[config.mk]
export PLATFORM = sky130hd
export DESIGN_NAME = mac_array
export DESIGN_NICKNAME = d
export VERILOG_FILES = /design/src/source/conv_pkg.sv /design/src/source/mac_array.sv
export SDC_FILE = /design/constraint.sdc
export NUM_CORES = 2
export LEC_CHECK = 0
export BUFFER_PORTS_ARGS = -buffer_cell sky130_fd_sc_hd__buf_2
export CAP_MARGIN = 10
export CORE_MARGIN = 2
export CORE_UTILIZATION = 35
export DETAILED_ROUTE_END_ITERATION = 10
export GPL_TIMING_DRIVEN = 0
export HOLD_SLACK_MARGIN = 0.05
export PLACE_DENSITY_LB_ADDON = 0.3
export REMOVE_ABC_BUFFERS = 1
export SLEW_MARGIN = 20
export SYNTH_ARGS = -nofsm -noshare
export SYNTH_HDL_FRONTEND = slang
export SYNTH_SLANG_ARGS = --single-unit
[constraint.sdc]
create_clock -name clk -period 4.5 [get_ports clk]
set_input_delay 0.9 -clock clk [delete_from_list [all_inputs] [get_ports clk]]
set_output_delay 0.9 -clock clk [all_outputs]
set_load 0.1 [all_outputs]
[src/source/conv_pkg.sv]
package conv_pkg;

	// datapath widths
	localparam int DATA_WIDTH = 16;
	localparam int ACC_WIDTH = 32;

	// engine limits
	localparam int PARA_KERNEL = 2; // kernels computed side by side
	localparam int FM_SIZE_MAX = 8;
	localparam int FM_DEPTH_MAX = 4;
	localparam int KERNEL_SIZE_MAX = 3;

	// storage sizes
	localparam int FM_WORDS = FM_DEPTH_MAX * FM_SIZE_MAX * FM_SIZE_MAX;
	localparam int W_WORDS = FM_DEPTH_MAX * KERNEL_SIZE_MAX * KERNEL_SIZE_MAX;
	localparam int FIFO_DEPTH = 4;

	localparam int FM_ADDR_WIDTH = $clog2(FM_WORDS);
	localparam int W_ADDR_WIDTH = $clog2(W_WORDS);
	localparam int SIZE_WIDTH = $clog2(FM_SIZE_MAX + 1);
	localparam int KSIZE_WIDTH = $clog2(KERNEL_SIZE_MAX + 1);
	localparam int DEPTH_WIDTH = $clog2(FM_DEPTH_MAX + 1);
	localparam int FIFO_PTR_WIDTH = $clog2(FIFO_DEPTH);
	localparam int FIFO_CNT_WIDTH = $clog2(FIFO_DEPTH + 1);

	typedef logic signed [DATA_WIDTH-1:0] data_t; // pixel or weight
	typedef logic signed [ACC_WIDTH-1:0] acc_t;

	typedef logic [FM_ADDR_WIDTH-1:0] fm_addr_t; // slice*64 + row*8 + col
	typedef logic [W_ADDR_WIDTH-1:0] w_addr_t; // slice*9 + ky*3 + kx
	typedef logic [SIZE_WIDTH-1:0] size_t;
	typedef logic [KSIZE_WIDTH-1:0] ksize_t;
	typedef logic [DEPTH_WIDTH-1:0] depth_t;

	// kernel 0 in the low bits
	typedef logic [PARA_KERNEL*DATA_WIDTH-1:0] weight_vec_t;
	typedef logic [PARA_KERNEL*ACC_WIDTH-1:0] acc_vec_t;

	typedef enum logic [1:0] {
		SEQ_IDLE,
		SEQ_RUN,
		SEQ_DRAIN, // waiting for the last results to leave
		SEQ_DONE
	} seq_state_t;

endpackage

[src/source/mac_array.sv]
`timescale 1ns/1ns

module mac_array (
	input  logic                  clk,
	input  logic                  rst,
	input  logic                  rd_valid_i, // read issued this cycle
	input  logic                  tap_first_i,
	input  logic                  tap_last_i,
	input  conv_pkg::data_t       pixel_i,
	input  conv_pkg::weight_vec_t weights_i,
	output logic                  push_o,
	output conv_pkg::acc_vec_t    push_data_o,
	output logic                  busy_o
);
	import conv_pkg::*;

	// flags delayed to meet the RAM data
	logic valid_q;
	logic first_q;
	logic last_q;

	always_ff @(posedge clk or negedge rst) begin
		if (!rst) begin
			valid_q <= 1'b0;
			first_q <= 1'b0;
			last_q <= 1'b0;
			push_o <= 1'b0;
		end else begin
			valid_q <= rd_valid_i;
			first_q <= tap_first_i;
			last_q <= tap_last_i;
			push_o <= valid_q && last_q; // sums complete after the last tap
		end
	end

	// a position still in flight
	assign busy_o = valid_q || push_o;

	for (genvar lane = 0; lane < PARA_KERNEL; lane++) begin : g_lane
		data_t weight;
		acc_t prod;
		acc_t acc_q;

		assign weight = weights_i[lane*DATA_WIDTH +: DATA_WIDTH];
		assign prod = pixel_i * weight; // signed 16x16 into 32

		// wraps modulo 2^32
		always_ff @(posedge clk) begin
			if (valid_q) begin
				acc_q <= first_q ? prod : acc_q + prod;
			end
		end

		// held during the push cycle, next position loads at its end
		assign push_data_o[lane*ACC_WIDTH +: ACC_WIDTH] = acc_q;
	end

endmodule

# Word-level counts from Yosys, hierarchy flattened
# Cells that the tools add are included.
classes:
  addsub: 2
  multipliers: 2
  muxes: 2
  reduce_logical: 2
op_table:
  columns: ["op", "n"]
  rows:
  - ["32-bit adder", 2]
  - ["16-bit by 16-bit multiplier with 32-bit output", 2]
  - ["32-bit two-way mux", 2]
  - ["1-bit logical AND", 1]
  - ["1-bit logical OR", 1]
totals:
  register_bits: 68
  output_inout_bits: 66
  wordCells: 14

# Longest topological paths before layout
logic_depth:
  ltp_word: 3
  mapped_depth: 33
  mapped_depth_nobuf: 32

# Worst setup path before layout
# Ideal clock, no wire load.
synth_path:
  path_kind: "input to register"
  startpoint: "input pixel_i[10]"
  endpoint: "register g_lane[0].acc_q[30], data pin"
  t_arrival_ns: 8.008
  required_time_ns: 4.240
  path_slack_ns: -3.768
  path_stages: 26
  path_buffers: 1
  cell_sequence: "clkbuf_1 -> nand2_1 -> fa_1 -> fa_1 -> fa_1 -> fa_1 -> inv_1 -> fa_1 -> fa_1 -> ha_1 -> a21o_1 -> a21o_1 -> a21oi_1 -> o31ai_2 -> a311oi_4 -> xnor2_1 -> ha_1 -> a21o_1 -> a21o_1 -> a2111oi_2 -> nor4b_2 -> nor3b_2 -> a221o_2 -> a211oi_2 -> xnor2_1 -> mux2_4"
synth_between:
  elab_chain_len: 3
synth_lines:
  columns: ["item", "line", "source"]
  rows:
  - ["start: declaration", "mac_array.sv:9", "input conv_pkg::data_t pixel_i,"]
  - ["16-bit by 16-bit multiplier with 32-bit output *", "mac_array.sv:45", "assign prod = pixel_i * weight;"]
  - ["32-bit adder", "mac_array.sv:50", "acc_q <= first_q ? prod : acc_q + prod;"]
  - ["32-bit two-way mux *", "mac_array.sv:50", null]
  - ["end signal: assignment", "mac_array.sv:50", null]
  - ["end: declaration", "mac_array.sv:42", "acc_t acc_q;"]
# Every way passes the cells marked *; elsewhere a longest branch is shown, timed or not.
# A chain may end at the register's enable or synchronous reset.

# Worst setup path after layout
layout_path:
  startpoint: "input weights_i[4]"
  endpoint: "register g_lane[0].acc_q[30], data pin"
layout_between:
  elab_chain_len: 3
layout_lines:
  columns: ["item", "line", "source"]
  rows:
  - ["start: declaration", "mac_array.sv:10", "input conv_pkg::weight_vec_t weights_i,"]
  - ["16-bit by 16-bit multiplier with 32-bit output *", "mac_array.sv:45", null]
  - ["32-bit adder", "mac_array.sv:50", null]
  - ["32-bit two-way mux *", "mac_array.sv:50", null]
# Marks and branches as above.

==> flow_summary.yaml <==
sta:
  setup_viol: 51
  maxSlewHeadroom_pct: 50.3
  fin_crit_ns: 8.33
  layout_setup_ws_ns: -3.83
  hold_ws_ns: 0.331
  fin_worst_skew_ns: 0.0142
  worst_pin_slew_ns: 0.745
  max_freq_ghz: 0.120
  finalMaxSlewViolations: 0
  fin_crit_sh_pct: 185
  grt_setup_unrepaired: "yes"
  hold_viol_final: 0
floorplanning:
  io_pins: 119
  start_util_pct: 35.2
  core-area_um2: 72600
  die-area_um2: 75100
  dieWidth_um: 274
  die_h_um: 274
  num_rows: 99
run_status:
  status: "finished, violations left"
  violations: "setup timing"
setup_path:
  crit_slowest_cell: "fa_1"
  start_kind: "input pin"
  max_stage_delay_ns: 0.53
  cpMostUsedCell: "fa_1"
  cp_data_arrival_time_ns: 8.46
  criticalPathCategory: "input pin to register"
  crit_path_end_kind: "register"
  cp.required_ns: 4.62
  cp_max_fo: 4
grt:
  grt_max_degree: 51
  grt_pass1_wl_um: 111000
  grt_usage_pct: 18.7
  grt_pass1_vias: 20569
  antenna_found_initial: 0
  gr-total-overflow: 0
layout:
  area_delta_synth_final_pct: 23.8
  finalNetCount: 3808
  mostFrequentLayoutCell: "inv_1"
  final_cell_mix: "inv_1, fa_1, nand2_1"
  fill_cells: 6969
  num_antenna_cells: 0
  drive_gt1_share_pct: 21.8
synthesis:
  ys_ff_latch: 68
  synth_cell_type_count: 78
  synth-main-ff-cell: "edfxtp_1"
  synth_top_area_share_pct: 41.3
  async_reset_ff_share_pct: 5.88
  syn_inst: 2790
  syn_avg_cell_area_um2: 9.15
  synth_top_area_cell: "fa_1"
  synth_warnings: 0
  seq_area_frac_synth_pct: 7.92
  synth_enable_flop_cells: 64
  yosys-top-cells-area: "fa_1, ha_1, inv_1"
  mappedNetlistArea_um2: 25500
clock_network:
  cts_tree: "done"
  path_clk_slew_ns: 0.07
  clk_path_buf_depth: 2
  clock_latency_ns: 0.38
  cts-buffers-inserted: 9
  clock_sinks: 68
  cts_max_level: 3
  root_buffer: "clkbuf_16"
detailed_routing:
  via_per_inst: 4.98
  first_iter_violations: 1075
  finalWirelength_um: 72200
  firstDrtPassIters: 5
  wl_per_cell_um: 18.2
  drc: 0
  ant_nets: 0
  num_vias: 19731
placement:
  finalWeightedCongestion: 0.854
  place_hpwl_um: 49600
  port_buffers: 118
min_path:
  hp-class: "input pin to async pin"
flow_run:
  maxCapViolCount: 0
[flip-flops by register name, indices dropped and copies added, names as in the netlist]
signal,cells
g_lane.acc_q,64
push_o,1
last_q,1
valid_q,1
first_q,1
[kinds of logic after synthesis]
family	count (synthesis)	synth area share (%)
buf+inv	708	10.4
flops	68	7.92
mux	22	0.981
simple gates	764	14.9
compound gates	353	9.13
xor+xnor	119	4.08
fa+ha+maj	756	52.5
[timing repair]
action,in CTS,in global routing
buffers inserted,85,74
hold buffers,0,0
resized for setup,359,237
setup endpoints to repair,54,52
cloned,6,8
pin swaps,128,159
[worst max-delay path, delay by kind of cell]
family | cells | cell delay, ns
xor+xnor | 2 | 0.20
mux | 1 | 0.26
buf+inv | 6 | 0.41
compound gates | 10 | 2.55
simple gates | 4 | 0.70
fa+ha+maj | 8 | 3.39
[per-layer routing]
metal | global-route usage, % | wire length, µm | vias to the layer above
li1 | - | - | 9048
met1 | 25.6 | 31800 | 10066
met2 | 31.3 | 34600 | 518
met3 | 2.67 | 4190 | 99
met4 | 4.25 | 1650 | 0
met5 | 0 | 0 | -
[cell usage after synthesis, drive strengths merged, types with 16 or more instances]
library cell / number
inv: 616
fa: 526
nand2: 306
and2: 260
ha: 230
a21oi: 96
clkbuf: 89
nor2: 84
xnor2: 83
o21ai: 73
edfxtp: 64
a21o: 43
xor2: 36
nand2b: 22
o21a: 22
mux2: 21
nor3: 21
a211oi: 19
o21bai: 18
nand3: 16
[path summary, 6_finish.rpt]
check / start / to / slack [ns] / depth (start not counted)
min: rst / push_o$_DFF_PN0_ / 0.33 / 1
max: weights_i[4] / g_lane[0].acc_q[30]$_DFFE_PP_ / -3.83 / 31
min reg2reg: last_q$_DFF_PN0_ / push_o$_DFF_PN0_ / 0.45 / 1
min in group clk: last_q$_DFF_PN0_ / push_o$_DFF_PN0_ / 0.45 / 1
max reg2reg: g_lane[0].acc_q[0]$_DFFE_PP_ / g_lane[0].acc_q[12]$_DFFE_PP_ / 1.00 / 11
max in group asynchronous: rst / valid_q$_DFF_PN0_ / 4.03 / 1
[metrics by stage]
stage / utilization [%] / cell area [µm²] / cells / setup TNS (ns) / setup WS, ns
after global placement: 37.1 / 27000 / 3775 / -191.76 / -5.50
after global routing: 43.5 / 31600 / 3963 / -143.36 / -4.05
final: 43.5 / 31600 / 3963 / -132.66 / -3.83
after detailed placement: 37.2 / 27000 / 3777 / -189.36 / -5.52
after floorplan: - / 25200 / 2698 / -115.26 / -3.55
after CTS: 40.9 / 29700 / 3884 / -125.67 / -3.67
[cell type report]
| cell class | count | area, µm² | area share [%] |
|---|---|---|---|
| Clock buffer | 12 | 246 | 0.780 |
| Clock inverter | 4 | 25.0 | 0.0792 |
| Inverter | 616 | 2330 | 7.39 |
| Multi-Input combinational cell | 2014 | 22900 | 72.6 |
| Sequential cell | 68 | 2030 | 6.42 |
| Tap cell | 959 | 1200 | 3.80 |
| Timing Repair Buffer | 290 | 2820 | 8.92 |
Power is left out: the tool's default activity adds up to more than one toggle a clock period on the data nets, which glitch-free logic cannot reach.
