### src/source/conv_pkg.sv
package conv_pkg;

	// datapath widths
	localparam int DATA_WIDTH = 16;
	localparam int ACC_WIDTH = 32;

	// engine limits
	localparam int PARA_KERNEL = 2; // kernels computed side by side
	localparam int FM_SIZE_MAX = 8;
	localparam int FM_DEPTH_MAX = 4;
	localparam int KERNEL_SIZE_MAX = 3;

	// storage sizes
	localparam int FM_WORDS = FM_DEPTH_MAX * FM_SIZE_MAX * FM_SIZE_MAX;
	localparam int W_WORDS = FM_DEPTH_MAX * KERNEL_SIZE_MAX * KERNEL_SIZE_MAX;
	localparam int FIFO_DEPTH = 4;

	localparam int FM_ADDR_WIDTH = $clog2(FM_WORDS);
	localparam int W_ADDR_WIDTH = $clog2(W_WORDS);
	localparam int SIZE_WIDTH = $clog2(FM_SIZE_MAX + 1);
	localparam int KSIZE_WIDTH = $clog2(KERNEL_SIZE_MAX + 1);
	localparam int DEPTH_WIDTH = $clog2(FM_DEPTH_MAX + 1);
	localparam int FIFO_PTR_WIDTH = $clog2(FIFO_DEPTH);
	localparam int FIFO_CNT_WIDTH = $clog2(FIFO_DEPTH + 1);

	typedef logic signed [DATA_WIDTH-1:0] data_t; // pixel or weight
	typedef logic signed [ACC_WIDTH-1:0] acc_t;

	typedef logic [FM_ADDR_WIDTH-1:0] fm_addr_t; // slice*64 + row*8 + col
	typedef logic [W_ADDR_WIDTH-1:0] w_addr_t; // slice*9 + ky*3 + kx
	typedef logic [SIZE_WIDTH-1:0] size_t;
	typedef logic [KSIZE_WIDTH-1:0] ksize_t;
	typedef logic [DEPTH_WIDTH-1:0] depth_t;

	// kernel 0 in the low bits
	typedef logic [PARA_KERNEL*DATA_WIDTH-1:0] weight_vec_t;
	typedef logic [PARA_KERNEL*ACC_WIDTH-1:0] acc_vec_t;

	typedef enum logic [1:0] {
		SEQ_IDLE,
		SEQ_RUN,
		SEQ_DRAIN, // waiting for the last results to leave
		SEQ_DONE
	} seq_state_t;

endpackage

### src/source/result_fifo.sv
`timescale 1ns/1ns

module result_fifo (
	input  logic               clk,
	input  logic               rst,
	input  logic               push_i,
	input  conv_pkg::acc_vec_t push_data_i,
	output logic               res_valid_o,
	input  logic               res_ready_i,
	output conv_pkg::acc_vec_t res_data_o,
	output logic               space_o,
	output logic               empty_o
);
	import conv_pkg::*;

	acc_vec_t mem_q [FIFO_DEPTH];
	logic [FIFO_PTR_WIDTH-1:0] wr_ptr_q;
	logic [FIFO_PTR_WIDTH-1:0] rd_ptr_q;
	logic [FIFO_CNT_WIDTH-1:0] count_q;
	logic [FIFO_CNT_WIDTH-1:0] free;
	logic pop;

	assign res_valid_o = (count_q != '0);
	assign empty_o = (count_q == '0);
	assign res_data_o = mem_q[rd_ptr_q];
	assign pop = res_valid_o && res_ready_i;

	// a push in flight already counts as taken
	assign free = FIFO_CNT_WIDTH'(FIFO_DEPTH) - count_q - FIFO_CNT_WIDTH'(push_i);
	// room for the position still in the MAC plus the next one
	assign space_o = (free >= FIFO_CNT_WIDTH'(2));

	always_ff @(posedge clk) begin
		if (push_i) begin
			mem_q[wr_ptr_q] <= push_data_i;
		end
	end

	always_ff @(posedge clk or negedge rst) begin
		if (!rst) begin
			wr_ptr_q <= '0;
			rd_ptr_q <= '0;
			count_q <= '0;
		end else begin
			if (push_i) begin
				wr_ptr_q <= wr_ptr_q + 1'b1; // depth is a power of two
			end
			if (pop) begin
				rd_ptr_q <= rd_ptr_q + 1'b1;
			end
			count_q <= count_q + FIFO_CNT_WIDTH'(push_i) - FIFO_CNT_WIDTH'(pop);
		end
	end

endmodule

### config.mk
export PLATFORM = sky130hd
export DESIGN_NAME = result_fifo
export DESIGN_NICKNAME = d
export VERILOG_FILES = /design/src/source/conv_pkg.sv /design/src/source/result_fifo.sv
export SDC_FILE = /design/constraint.sdc
export NUM_CORES = 1
export LEC_CHECK = 0
export ABC_AREA = 1
export BUFFER_PORTS_ARGS = -buffer_cell sky130_fd_sc_hd__buf_2
export CORE_AREA = 2 2 124 186
export CTS_CLUSTER_DIAMETER = 30
export DETAILED_ROUTE_END_ITERATION = 10
export DIE_AREA = 0 0 126 188
export PLACE_DENSITY = 0.73
export SYNTH_ARGS = -nofsm -noshare
export SYNTH_HDL_FRONTEND = slang
export SYNTH_SLANG_ARGS = --single-unit
### constraint.sdc
create_clock -name clk -period 2.9 [get_ports clk]
set_input_delay 0.58 -clock clk [delete_from_list [all_inputs] [get_ports clk]]
set_output_delay 0.58 -clock clk [all_outputs]
set_load 0.02 [all_outputs]
# Yosys cells after proc, flatten, opt, wreduce, memory -nomap -nowiden
# Memory sizes are Yosys's and may differ from the RTL's.
# Index checks and enable logic that the tools add are counted.
[op_classes]
add_sub_neg = 6
n_mul = 0
n_reduce_logical = 3
muxes = 2
bitwise_logic = 0
n_shift = 0
n_eq_ne = 0
n_div = 0
order_cmp = 1
[op_table]
columns = ["operator", "count"]
rows = [
  ["3-bit by 1-bit subtractor with 3-bit output", 2],
  ["2-bit by 1-bit adder with 2-bit output, second input constant", 2],
  ["3-bit by 1-bit adder with 3-bit output", 1],
  ["3-bit by 2-bit greater-or-equal comparator with 1-bit output, second input constant", 1],
  ["3-bit logical NOT", 1],
  ["3-bit nonzero test", 1],
  ["3-bit subtractor, first input constant", 1],
  ["1-bit 2-to-1 mux", 2],
  ["1-bit logical AND", 1],
]
[totals]
in_bits = 68
out_inout_bits = 67
wordCells = 16
memories = 1
ff_bits = 7
romBits = 0
ramBits = 256
latchBits = 0
[mem_list]
columns = ["memory", "words", "width", "read_ports", "rd_clocked_by_memory_dff", "wr", "line", "source"]
rows = [
  ["mem_q", 4, 64, 1, 0, 1, "result_fifo.sv:16", "acc_vec_t mem_q [FIFO_DEPTH];"],
]

# Logic depth before layout (Yosys ltp)
# Gate-level depths: netlist (run 1).
[logic_depth]
word_depth = 3
depth_mapped = 12
ltp_nobuf = 12

# Worst setup path before layout (run 1)
# No wires, ideal clock.
[synth_path]
kind = "input-to-reg"
start = "in push_i"
end = "mem mem_q[2][0] in the netlist's numbering (enable)"
arrival_ns = 2.139
stages = 3
slack_ns = 0.343
setup_ns = 0.418
path_cell_list = "clkbuf_1 > nand2_1 > inv_1"
[synth_via]
elab_chain_cells = 2
[synth_rtl]
columns = ["item", "line", "source"]
rows = [
  ["start: declaration", "result_fifo.sv:6", "input logic push_i,"],
  ["1-bit 2-to-1 mux", "result_fifo.sv:34", "if (push_i) begin"],
  ["1-bit 2-to-1 mux (not written as such)", "result_fifo.sv:35", "mem_q[wr_ptr_q] <= push_data_i;"],
  ["end: declaration", "result_fifo.sv:16", ""],
]
# Every way passes these cells.

# Worst setup path in the final report (run 1)
[layout_path]
start = "reg rd_ptr_q[0]"
end = "out res_data_o[19]"
[layout_via]
elab_chain_cells = 1
[layout_rtl]
columns = ["item", "line", "source"]
rows = [
  ["start: declaration", "result_fifo.sv:18", "logic [FIFO_PTR_WIDTH-1:0] rd_ptr_q;"],
  ["start signal: assignment", "result_fifo.sv:49", "rd_ptr_q <= rd_ptr_q + 1'b1;"],
  ["memory 4 x 64 bit", "--", ""],
  ["end: declaration", "result_fifo.sv:10", "output conv_pkg::acc_vec_t res_data_o,"],
]
# Every way passes these cells.

==> results of run 1 <==
[cell families after synthesis]
family                   share of synthesized area
adder cells (fa/ha/maj)                     0.0103
AO/OA/AOI/OAI                               0.0626
flip-flops                                   0.751
buffers and inverters                       0.0524
XOR/XNOR                                  0.000836
AND/OR/NAND/NOR                              0.123
[per-layer routing]
metal	vias up	GRT usage	share of wire
met5	-	0	0
met4	0	0.0769	0.034
met2	149	0.326	0.56
li1	3208	-	-
met1	3056	0.190	0.37
met3	46	0.0320	0.044
[worst paths after layout]
path / start / end / slack (ns) / depth (start not counted)
max in group asynchronous: rst / rd_ptr_q[0]$_DFFE_PN0P_ / 2.26 / 2
min: push_data_i[43] / mem_q[1][43]$_DFFE_PP_ / 0.30 / 1
min reg2reg: rd_ptr_q[1]$_DFFE_PN0P_ / rd_ptr_q[1]$_DFFE_PN0P_ / 0.53 / 2
min in group asynchronous: rst / wr_ptr_q[0]$_DFFE_PN0P_ / 0.45 / 2
max reg2reg: count_q[1]$_DFF_PN0_ / count_q[2]$_DFF_PN0_ / 0.86 / 11
max: rd_ptr_q[0]$_DFFE_PN0P_ / res_data_o[19] / 0.22 / 6
[report_power, final]
| part | total, mW | internal [mW] | switching, mW |
|---|---|---|---|
| Clock | 4.11 | 2.52 | 1.59 |
| Sequential | 5.16 | 4.98 | 0.179 |
| Combinational | 4.76 | 1.39 | 3.37 |
| Total | 14.0 | 8.89 | 5.14 |
[registers in the layout, summed over array words and instances, names as in the netlist]
signal,flops
wr_ptr_q,2
rd_ptr_q,2
count_q,3
mem_q,256
[metrics by stage]
| step | util | total power, mW | hold slack [ns] | setup slack, ns |
|---|---|---|---|---|
| after floorplan | - | 8.52 | 0.284 | 0.343 |
| after global placement | 0.517 | 9.96 | 0.429 | 0.763 |
| after detailed placement | 0.517 | 10.1 | 0.431 | 0.704 |
| after CTS | 0.569 | 14.2 | 0.280 | 0.183 |
| after global routing | 0.569 | 14.8 | 0.281 | 0.0686 |
| final | 0.569 | 14.0 | 0.298 | 0.219 |
[Yosys cell counts, drive strengths merged]
cell / number
ha: 7
a21oi: 1
clkbuf: 20
buf: 23
nand3: 3
inv: 82
fa: 1
nand2: 210
o21ai: 130
edfxtp: 256
dfrtp: 7
nor2: 130
xor2: 1
[cell type report]
class	count	area [um2]	share of cell area
clock buffers	37	883	0.0702
well taps	276	345	0.0274
multi-input cells	483	2060	0.164
repair buffers	149	861	0.0684
flip-flops and latches	263	7870	0.625
inverters	82	315	0.0250
clock inverters	24	253	0.0201
[cell usage in the layout, fill, tap and decap left out]
master         count
nor2_1           130
inv_2              1
clkbuf_1           2
dlygate4sd3_1      1
clkinv_1           2
nand3_1            3
inv_6              5
buf_4              8
clkinvlp_4         4
xor2_1             1
clkbuf_16         35
inv_4              1
o21ai_0           91
inv_8              2
clkinv_2           7
ha_1               7
buf_12             6
inv_1             76
clkinv_4           5
bufinv_16          3
edfxtp_1         256
o21ai_1           39
fa_1               1
dfrtp_4            1
a21oi_1            1
dfrtp_1            6
buf_2            134
nand2_1          210
==> impl_metrics.yaml, run 1 <==
status:
  outcome: "completed"
critical_path:
  cpPeakStageDelay_ns: 0.55
  worst_path_most_repeated_cell: "nand2_1"
  path_cells: "buf_4 -> nand2_1 -> o21ai_0 -> nand2_1 -> nand2_1 -> buf_2"
  cp_top_family: "buffers and inverters"
  crit_buf_inv: 2
  critPathKind: "register to output port"
  worstPathRequired_ns: 2.32
  arrival_ns: 2.10
  path_max_fanout: 74
  worstSetupEndpointType: "output port"
  crit_path_start_kind: "register"
  crit_slowest_cell: "buf_4"
run:
  maxCapViolations: 0
clocking:
  clkLatencyLatePin_ns: 0.49
  cts_buffer_depth: 3
  cts_resized: 0
  cts_tree: "built"
  htree_levels: 2
  cts_made_buffers: 34
  clk_pin_slew_ns: 0.06
  clock-sinks: 263
  post_cts_buffers: 0
  cts_hold_buffers: 1
  clockRootBuffer: "clkbuf_16"
synth:
  synthesis.nets: 947
  avgSynthCellArea_um2: 12.0
  ys_seq_elements: 263
  ys_seq_area_frac: 0.751
  synthTopCellsByArea: "edfxtp_1 73%, nand2_1 7.5%, nor2_1 4.7%"
  synth_cell_types: 19
  postSynthCellCount: 871
  ys_warn_count: 0
  synth_top_area_frac: 0.734
  syn_area_um2: 10500
  synth_largest_area_cell: "edfxtp_1"
place:
  port_buffers: 134
  routabilityCongestion: 0.779
  place_area_um2: 11400
  dp.cells: 1252
  post-dp-hpwl_um: 12900
layout:
  synthToLayoutAreaGrowth_pct: 20.2
  diodes: 0
  nets: 1089
  nFillCells: 1805
  final_cells: 1314
  postLayoutCellArea_um2: 12600
  drive_gt1_frac: 0.204
timing:
  setup_viol: 0
  slew_viol_final: 0
  relSlewSlack: 0.535
  fin_skew_ns: 0.00660
  rsz0062_at_grt: "no"
  fin_crit_ns: 2.68
  max_freq_ghz: 0.373
  finalSetupTns_ns: 0
  worst_slew_pin_slew_ns: 0.697
  hold_viol_final: 0
  period_share: 0.924
routing:
  drc_errors: 0
  drt-total-wl_um: 20700
  vias_per_cell: 4.92
  ant_nets: 0
  wl_per_cell_um: 15.7
  drt_iter0_drc: 413
  drt-pass1-iter-count: 7
  vias: 6459
power_and_ir_drop:
  p_leak_nw: 5.14
  powerDensity_nw_per_um2: 1110
  peakVddDrop_mv: 0.632
grt:
  antenna_found_initial: 0
  overflow: 0
  grt_pass1_wl_um: 32400
  grt_pass1_vias: 6363
  track_usage: 0.174
  grt_max_degree: 121
hold_path:
  hold_path.class: "input pin to register"
floorplan:
  core-area_um2: 22100
  io_pins: 135
  start_util: 0.473
  fp.dieArea_um2: 23700
  dieWidth_um: 126
  rows: 67
  die_h_um: 188
Note: power is estimated with default switching activity, not from simulation.
==> run 2: changes to the inputs <==
==> config.mk (replaced) <==
export PLATFORM = sky130hd
export DESIGN_NAME = result_fifo
export DESIGN_NICKNAME = d
export VERILOG_FILES = /design/src/source/conv_pkg.sv /design/src/source/result_fifo.sv
export SDC_FILE = /design/constraint.sdc
export NUM_CORES = 1
export LEC_CHECK = 0
export BUFFER_PORTS_ARGS = -buffer_cell sky130_fd_sc_hd__buf_2
export CORE_AREA = 2 2 119 179
export CTS_CLUSTER_DIAMETER = 30
export DETAILED_ROUTE_END_ITERATION = 10
export DIE_AREA = 0 0 121 181
export PLACE_DENSITY = 0.74
export SYNTH_ARGS = -nofsm -noshare
export SYNTH_HDL_FRONTEND = slang
export SYNTH_SLANG_ARGS = --single-unit
==> run 2 against run 1 <==
  * Clock power up 5%
  * Die area down 7.5%
  * Sequential cell count unchanged
  * Wire length down 14%
  * Synthesized cell count down 57%
==> impl_metrics.yaml, run 2 <==
grt:
  grtUsageMet1: 0.191
  grtUsageMet3: 0.0331
  grt_pass1_wl_um: 27400
  met2_usage: 0.311
  grt_pass1_vias: 4859
  busiest_layer: "met2"
  track_usage: 0.168
  grt_max_degree: 51
  antenna_found_initial: 2
  overflow: 0
synth:
  synth_top_area_frac: 0.795
  synth_largest_area_cell: "edfxtp_1"
  synth_mux_area_frac: 0.149
  synthTopCellsByArea: "edfxtp_1 80%, mux4_2 15%, dfrtp_1 1.8%"
  syn_area_um2: 9670
  synthAdderAreaFrac: 0.0111
  avgSynthCellArea_um2: 25.8
  ys.flop_type: "edfxtp_1"
  post-synth-top-count-cell: "edfxtp_1"
  synth_commonest_cells: "256 x edfxtp_1, 64 x mux4_2, 9 x inv_1"
  ys_seq_elements: 263
  synthXorXnorAreaFrac: 0.00543
  synth_edf_count: 256
  ys_async_sr_fraction: 0.0266
  postSynthCellCount: 375
  synthesis.nets: 451
  synth_top_family_by_area: "multiplexers"
  synth_compound_area_frac: 0.00220
  ys_warn_count: 0
  synth_cell_types: 20
  synthSimpleGateAreaFrac: 0.00466
  ys_seq_area_frac: 0.813
place:
  place_area_um2: 10700
  port_buffers: 134
  post-dp-hpwl_um: 10800
  post-place-ws_ns: 0.620
  routabilityCongestion: 0.727
clocking:
  clockRootBuffer: "clkbuf_16"
  post_cts_buffers: 0
  clock-sinks: 263
  cts_made_buffers: 35
  cts_tree: "built"
  clk_pin_slew_ns: 0.06
  htree_levels: 2
  clkLatencyLatePin_ns: 0.48
  cts_buffer_depth: 3
critical_path:
  r2r_start: "count_q[1]$_DFF_PN0_"
  critPathKind: "register to output port"
  reg2reg_to: "count_q[2]$_DFF_PN0_"
  worstPathRequired_ns: 2.32
  crit_slowest_cell: "dfrtp_4"
  r2r_setup_slack_ns: 0.63
  reg2regPathDepth: 9
  arrival_ns: 2.04
  setup.worst_path.start: "rd_ptr_q[1]$_DFFE_PN0P_"
  crit_buf_inv: 2
  cpPeakStageDelay_ns: 0.60
  crit_path_start_kind: "register"
  cp_top_family: "flip-flops"
  path_max_fanout: 50
  path_cells: "buf_12 -> mux4_2 -> buf_2"
  worstSetupEndpointType: "output port"
run:
  maxCapViolations: 0
routing:
  vias_per_cell: 5.33
  drt_iter0_drc: 270
  drt-pass1-iter-count: 4
  wl_per_cell_um: 21.4
  ant_nets: 0
  vias: 4439
  drt-total-wl_um: 17800
  drc_errors: 0
timing:
  fin_crit_ns: 2.62
  hold_viol_final: 0
  worst_slew_pin_slew_ns: 0.501
  fin_skew_ns: 0.0103
  period_share: 0.902
  relSlewSlack: 0.666
  slew_viol_final: 0
  max_freq_ghz: 0.382
  rsz0062_at_grt: "no"
  finalWorstSetupSlack_ns: 0.283
  finalSetupTns_ns: 0
  setup_viol: 0
layout:
  nets: 619
  largest_registers: "mem_q x256, count_q x3"
  postLayoutCellArea_um2: 11900
  post-route-util: 0.589
  largest-register: "mem_q"
  drive_gt1_frac: 0.481
  largest_reg_flops: 256
  synthToLayoutAreaGrowth_pct: 23.5
  final_cell_mix: "256 x edfxtp_1, 134 x buf_2, 64 x mux4_2"
  nFillCells: 1442
  layout_commonest_cell: "edfxtp_1"
hold_path:
  worstHoldEndpoint: "mem_q[3][60]$_DFFE_PP_"
  hold-path-cell-count: 1
  hold_path.class: "input pin to register"
  hold_path.startpoint: "push_data_i[60]"
power_and_ir_drop:
  peakVddDrop_mv: 0.704
  powerDensity_nw_per_um2: 1120
  p_leak_nw: 4.18
floorplan:
  fp.dieArea_um2: 21900
  rows: 64
  io_pins: 135
  core-area_um2: 20300
  start_util: 0.477
  die_h_um: 181
  dieWidth_um: 121
status:
  outcome: "completed"
run 2: how the worst max path moves through the flow:
stage / end / slack [ns] / cells after the start
6_report: res_data_o[52] / 0.28 / 3
3_5_place_dp: count_q[2]$_DFF_PN0_ / 0.62 / 9
5_1_grt: res_data_o[55] / 0.22 / 3
3_3_place_gp: count_q[2]$_DFF_PN0_ / 0.71 / 9
4_1_cts: res_data_o[55] / 0.25 / 3
2_1_floorplan: mem_q[0][0]$_DFFE_PP_ / 0.35 / 3
run 2: report_power, final:
group	internal, mW	leakage, nW	switching, mW
Sequential	4.99	2.43	0.256
Combinational	1.62	1.17	2.26
Clock	2.71	0.580	1.59
Total	9.31	4.18	4.10
run 2: metal layers:
| metal | share of wire | routed length, um |
|---|---|---|
| met4 | 0.020 | 363 |
| met1 | 0.37 | 6530 |
| met5 | 0.00062 | 11 |
| met3 | 0.045 | 800 |
| met2 | 0.57 | 10100 |
run 2: what timing repair did:
action,in CTS,in global routing
endpoints found under the setup margin,0,0
hold buffers,1,0
endpoints found under the hold margin,7,0
gates resized for setup,0,0
run 2: area by class of cell:
cell class              instances  area [um2]  area share
diodes                          1        2.50    0.000210
clock buffers                  37         883      0.0740
clock inverters                25         309      0.0259
inverters                       9        33.8     0.00283
multi-input cells              89        1680       0.141
flip-flops and latches        263        7870       0.659
well taps                     264         330      0.0277
repair buffers                145         831      0.0696
run 2: logic make-up (layout without fill, tap and decap cells):
group	after synthesis	in the layout
fa+ha+maj	8	8
buf+inv	23	216
compound gates	3	3
xor+xnor	6	6
other cells	0	1
mux	64	64
flops	263	263
simple gates	8	8
run 2: worst register-to-register path: stages (launching register included):
cell and delay (ns):
dfrtp_1 0.45, o31ai_1 0.38, inv_1 0.09, ha_1 0.29, inv_1 0.07, ha_1 0.14
inv_1 0.05, fa_1 0.39, xnor2_1 0.18, xnor2_1 0.15
run 2: per-stage QoR:
step / total power [mW] / std cells / hold slack, ns
finish: 13.4 / 833 / 0.302
global route: 14.0 / 832 / 0.291
CTS: 13.6 / 832 / 0.286
detailed placement: 9.28 / 769 / 0.421
global placement: 9.15 / 769 / 0.419
floorplan: 7.99 / 375 / 0.284
==> run 3: changes to the inputs <==
--- a/config.mk
+++ b/config.mk
@@ -10,7 +10,9 @@
 export CTS_CLUSTER_DIAMETER = 30
 export DETAILED_ROUTE_END_ITERATION = 10
 export DIE_AREA = 0 0 121 181
+export MAX_ROUTING_LAYER = met4
 export PLACE_DENSITY = 0.74
 export SYNTH_ARGS = -nofsm -noshare
 export SYNTH_HDL_FRONTEND = slang
 export SYNTH_SLANG_ARGS = --single-unit
+export TNS_END_PERCENT = 50
==> run 3 against run 2 <==
  * Fmax increased by 0.15%
  * Final cell count increased by 0.12%
  * Combinational power about the same
  * Clock power about the same
  * Non-clock buffer count unchanged
  * Register-to-register slack about the same
  * First-iteration DRC count increased by 5.9%
  * Global-route usage increased by 0.52 points
  * Sequential cell count unchanged
  * Die area unchanged
  * Design area about the same
  * Largest power group unchanged
==> impl_metrics.yaml, run 3 (same netlist as run 2, synthesis figures left out) <==
status:
  outcome: "completed"
floorplan:
  fp.dieArea_um2: 21900
  rows: 64
  core-area_um2: 20300
  start_util: 0.477
  die_h_um: 181
  io_pins: 135
  dieWidth_um: 121
power_and_ir_drop:
  p_leak_nw: 4.18
  powerDensity_nw_per_um2: 1120
  peakVddDrop_mv: 0.703
  totalPowerFinal_mw: 13.4
layout:
  largest_reg_flops: 256
  postLayoutCellArea_um2: 11900
  largest-register: "mem_q"
  final_cells: 834
  final_cell_mix: "256 x edfxtp_1, 134 x buf_2, 64 x mux4_2"
  nets: 619
  largest_registers: "mem_q x256, count_q x3"
  synthToLayoutAreaGrowth_pct: 23.5
  layout_commonest_cell: "edfxtp_1"
  drive_gt1_frac: 0.481
grt:
  grt_pass1_wl_um: 27400
  antenna_found_initial: 2
  grt_pass1_vias: 4855
  track_usage: 0.173
  overflow: 0
  grt_max_degree: 51
critical_path:
  r2r_start: "count_q[1]$_DFF_PN0_"
  critPathKind: "register to output port"
  cpPeakStageDelay_ns: 0.60
  r2r_setup_slack_ns: 0.63
  arrival_ns: 2.03
  worstPathRequired_ns: 2.32
  reg2reg_to: "count_q[2]$_DFF_PN0_"
  worstSetupEndpointType: "output port"
  reg2regPathDepth: 9
  setup.worst_path.start: "rd_ptr_q[1]$_DFFE_PN0P_"
  path_cells: "buf_12 -> mux4_2 -> buf_2"
  crit_path_start_kind: "register"
  crit_slowest_cell: "dfrtp_4"
  cp-endpoint: "res_data_o[52]"
  path_max_fanout: 50
clocking:
  cts_made_buffers: 35
  cts_tree: "built"
  clock-sinks: 263
  htree_levels: 2
  clk_pin_slew_ns: 0.06
  clkLatencyLatePin_ns: 0.49
  cts_resized: 0
  post_cts_buffers: 0
  cts_buffer_depth: 3
  clockRootBuffer: "clkbuf_16"
timing:
  period_share: 0.901
  relSlewSlack: 0.666
  hold_viol_final: 0
  fin_skew_ns: 0.0131
  max_freq_ghz: 0.383
  rsz0062_at_grt: "no"
  setup_viol: 0
  slew_viol_final: 0
  fin_crit_ns: 2.61
  finalWorstSetupSlack_ns: 0.287
  worst_slew_pin_slew_ns: 0.500
  finalSetupTns_ns: 0
routing:
  drt-pass1-iter-count: 6
  ant_nets: 0
  drc_errors: 0
  drt_iter0_drc: 286
  vias_per_cell: 5.30
  drt-total-wl_um: 17800
  wl_per_cell_um: 21.4
  vias: 4417
place:
  place_area_um2: 10700
  dp.cells: 769
  post-place-ws_ns: 0.620
  port_buffers: 134
  post-dp-hpwl_um: 10800
  routabilityCongestion: 0.735
hold_path:
  hold_path.class: "input pin to register"
run:
  maxCapViolations: 0
-- run 3: cell types whose count changed in the layout (fill, tap and decap cells not counted) --
cell	change
diode_2	+1
-- run 3: per-stage QoR --
stage	hold slack [ns]	util
after floorplan	0.284	-
after global placement	0.419	0.530
after detailed placement	0.421	0.530
after CTS	0.286	0.589
after global routing	0.291	0.589
final	0.301	0.589
-- run 3: critical path, delay by kind of cell, from the launching register on --
kind,cells,cell delay (ns)
flip-flops,1,0.60
multiplexers,1,0.38
buffers and inverters,2,0.52
-- run 3: worst min-delay path by stage --
| stage | startpoint | endpoint | cells after the start | slack (ns) |
|---|---|---|---|---|
| floorplan | rst | count_q[0]$_DFF_PN0_ | 0 | 0.28 |
| global placement | rst | count_q[1]$_DFF_PN0_ | 1 | 0.42 |
| detailed placement | rst | count_q[2]$_DFF_PN0_ | 1 | 0.42 |
| CTS | push_data_i[14] | mem_q[3][14]$_DFFE_PP_ | 1 | 0.29 |
| global route | push_data_i[14] | mem_q[3][14]$_DFFE_PP_ | 1 | 0.29 |
| finish | push_data_i[14] | mem_q[3][14]$_DFFE_PP_ | 1 | 0.30 |
-- run 3: what timing repair did --
action | in CTS | in global routing
endpoints found under the setup margin | 0 | 0
hold buffers | 1 | 0
hold endpoints to repair | 7 | 0
-- run 3: routing by layer --
metal	routed length [um]	GRT usage	part of all wire	up-vias
met1	6590	0.193	0.37	2328
met5	0	-	0	-
met2	10100	0.311	0.57	112
met4	365	0.0563	0.020	0
met3	751	0.0306	0.042	27
li1	-	-	-	1950
-- run 3: cell type report --
class                           instances  area [um2]
Sequential cell                       263        7870
Clock inverter                         25         309
Multi-Input combinational cell         89        1680
Fill cell                            1441        8320
Inverter                                9        33.8
Tap cell                              264         330
Antenna cell                            2        5.00
Timing Repair Buffer                  145         831
Clock buffer                           37         883
-- run 3: power by group --
group	internal, mW	switching (mW)
Combinational	1.62	2.26
Sequential	4.99	0.254
Clock	2.71	1.60
Total	9.31	4.11
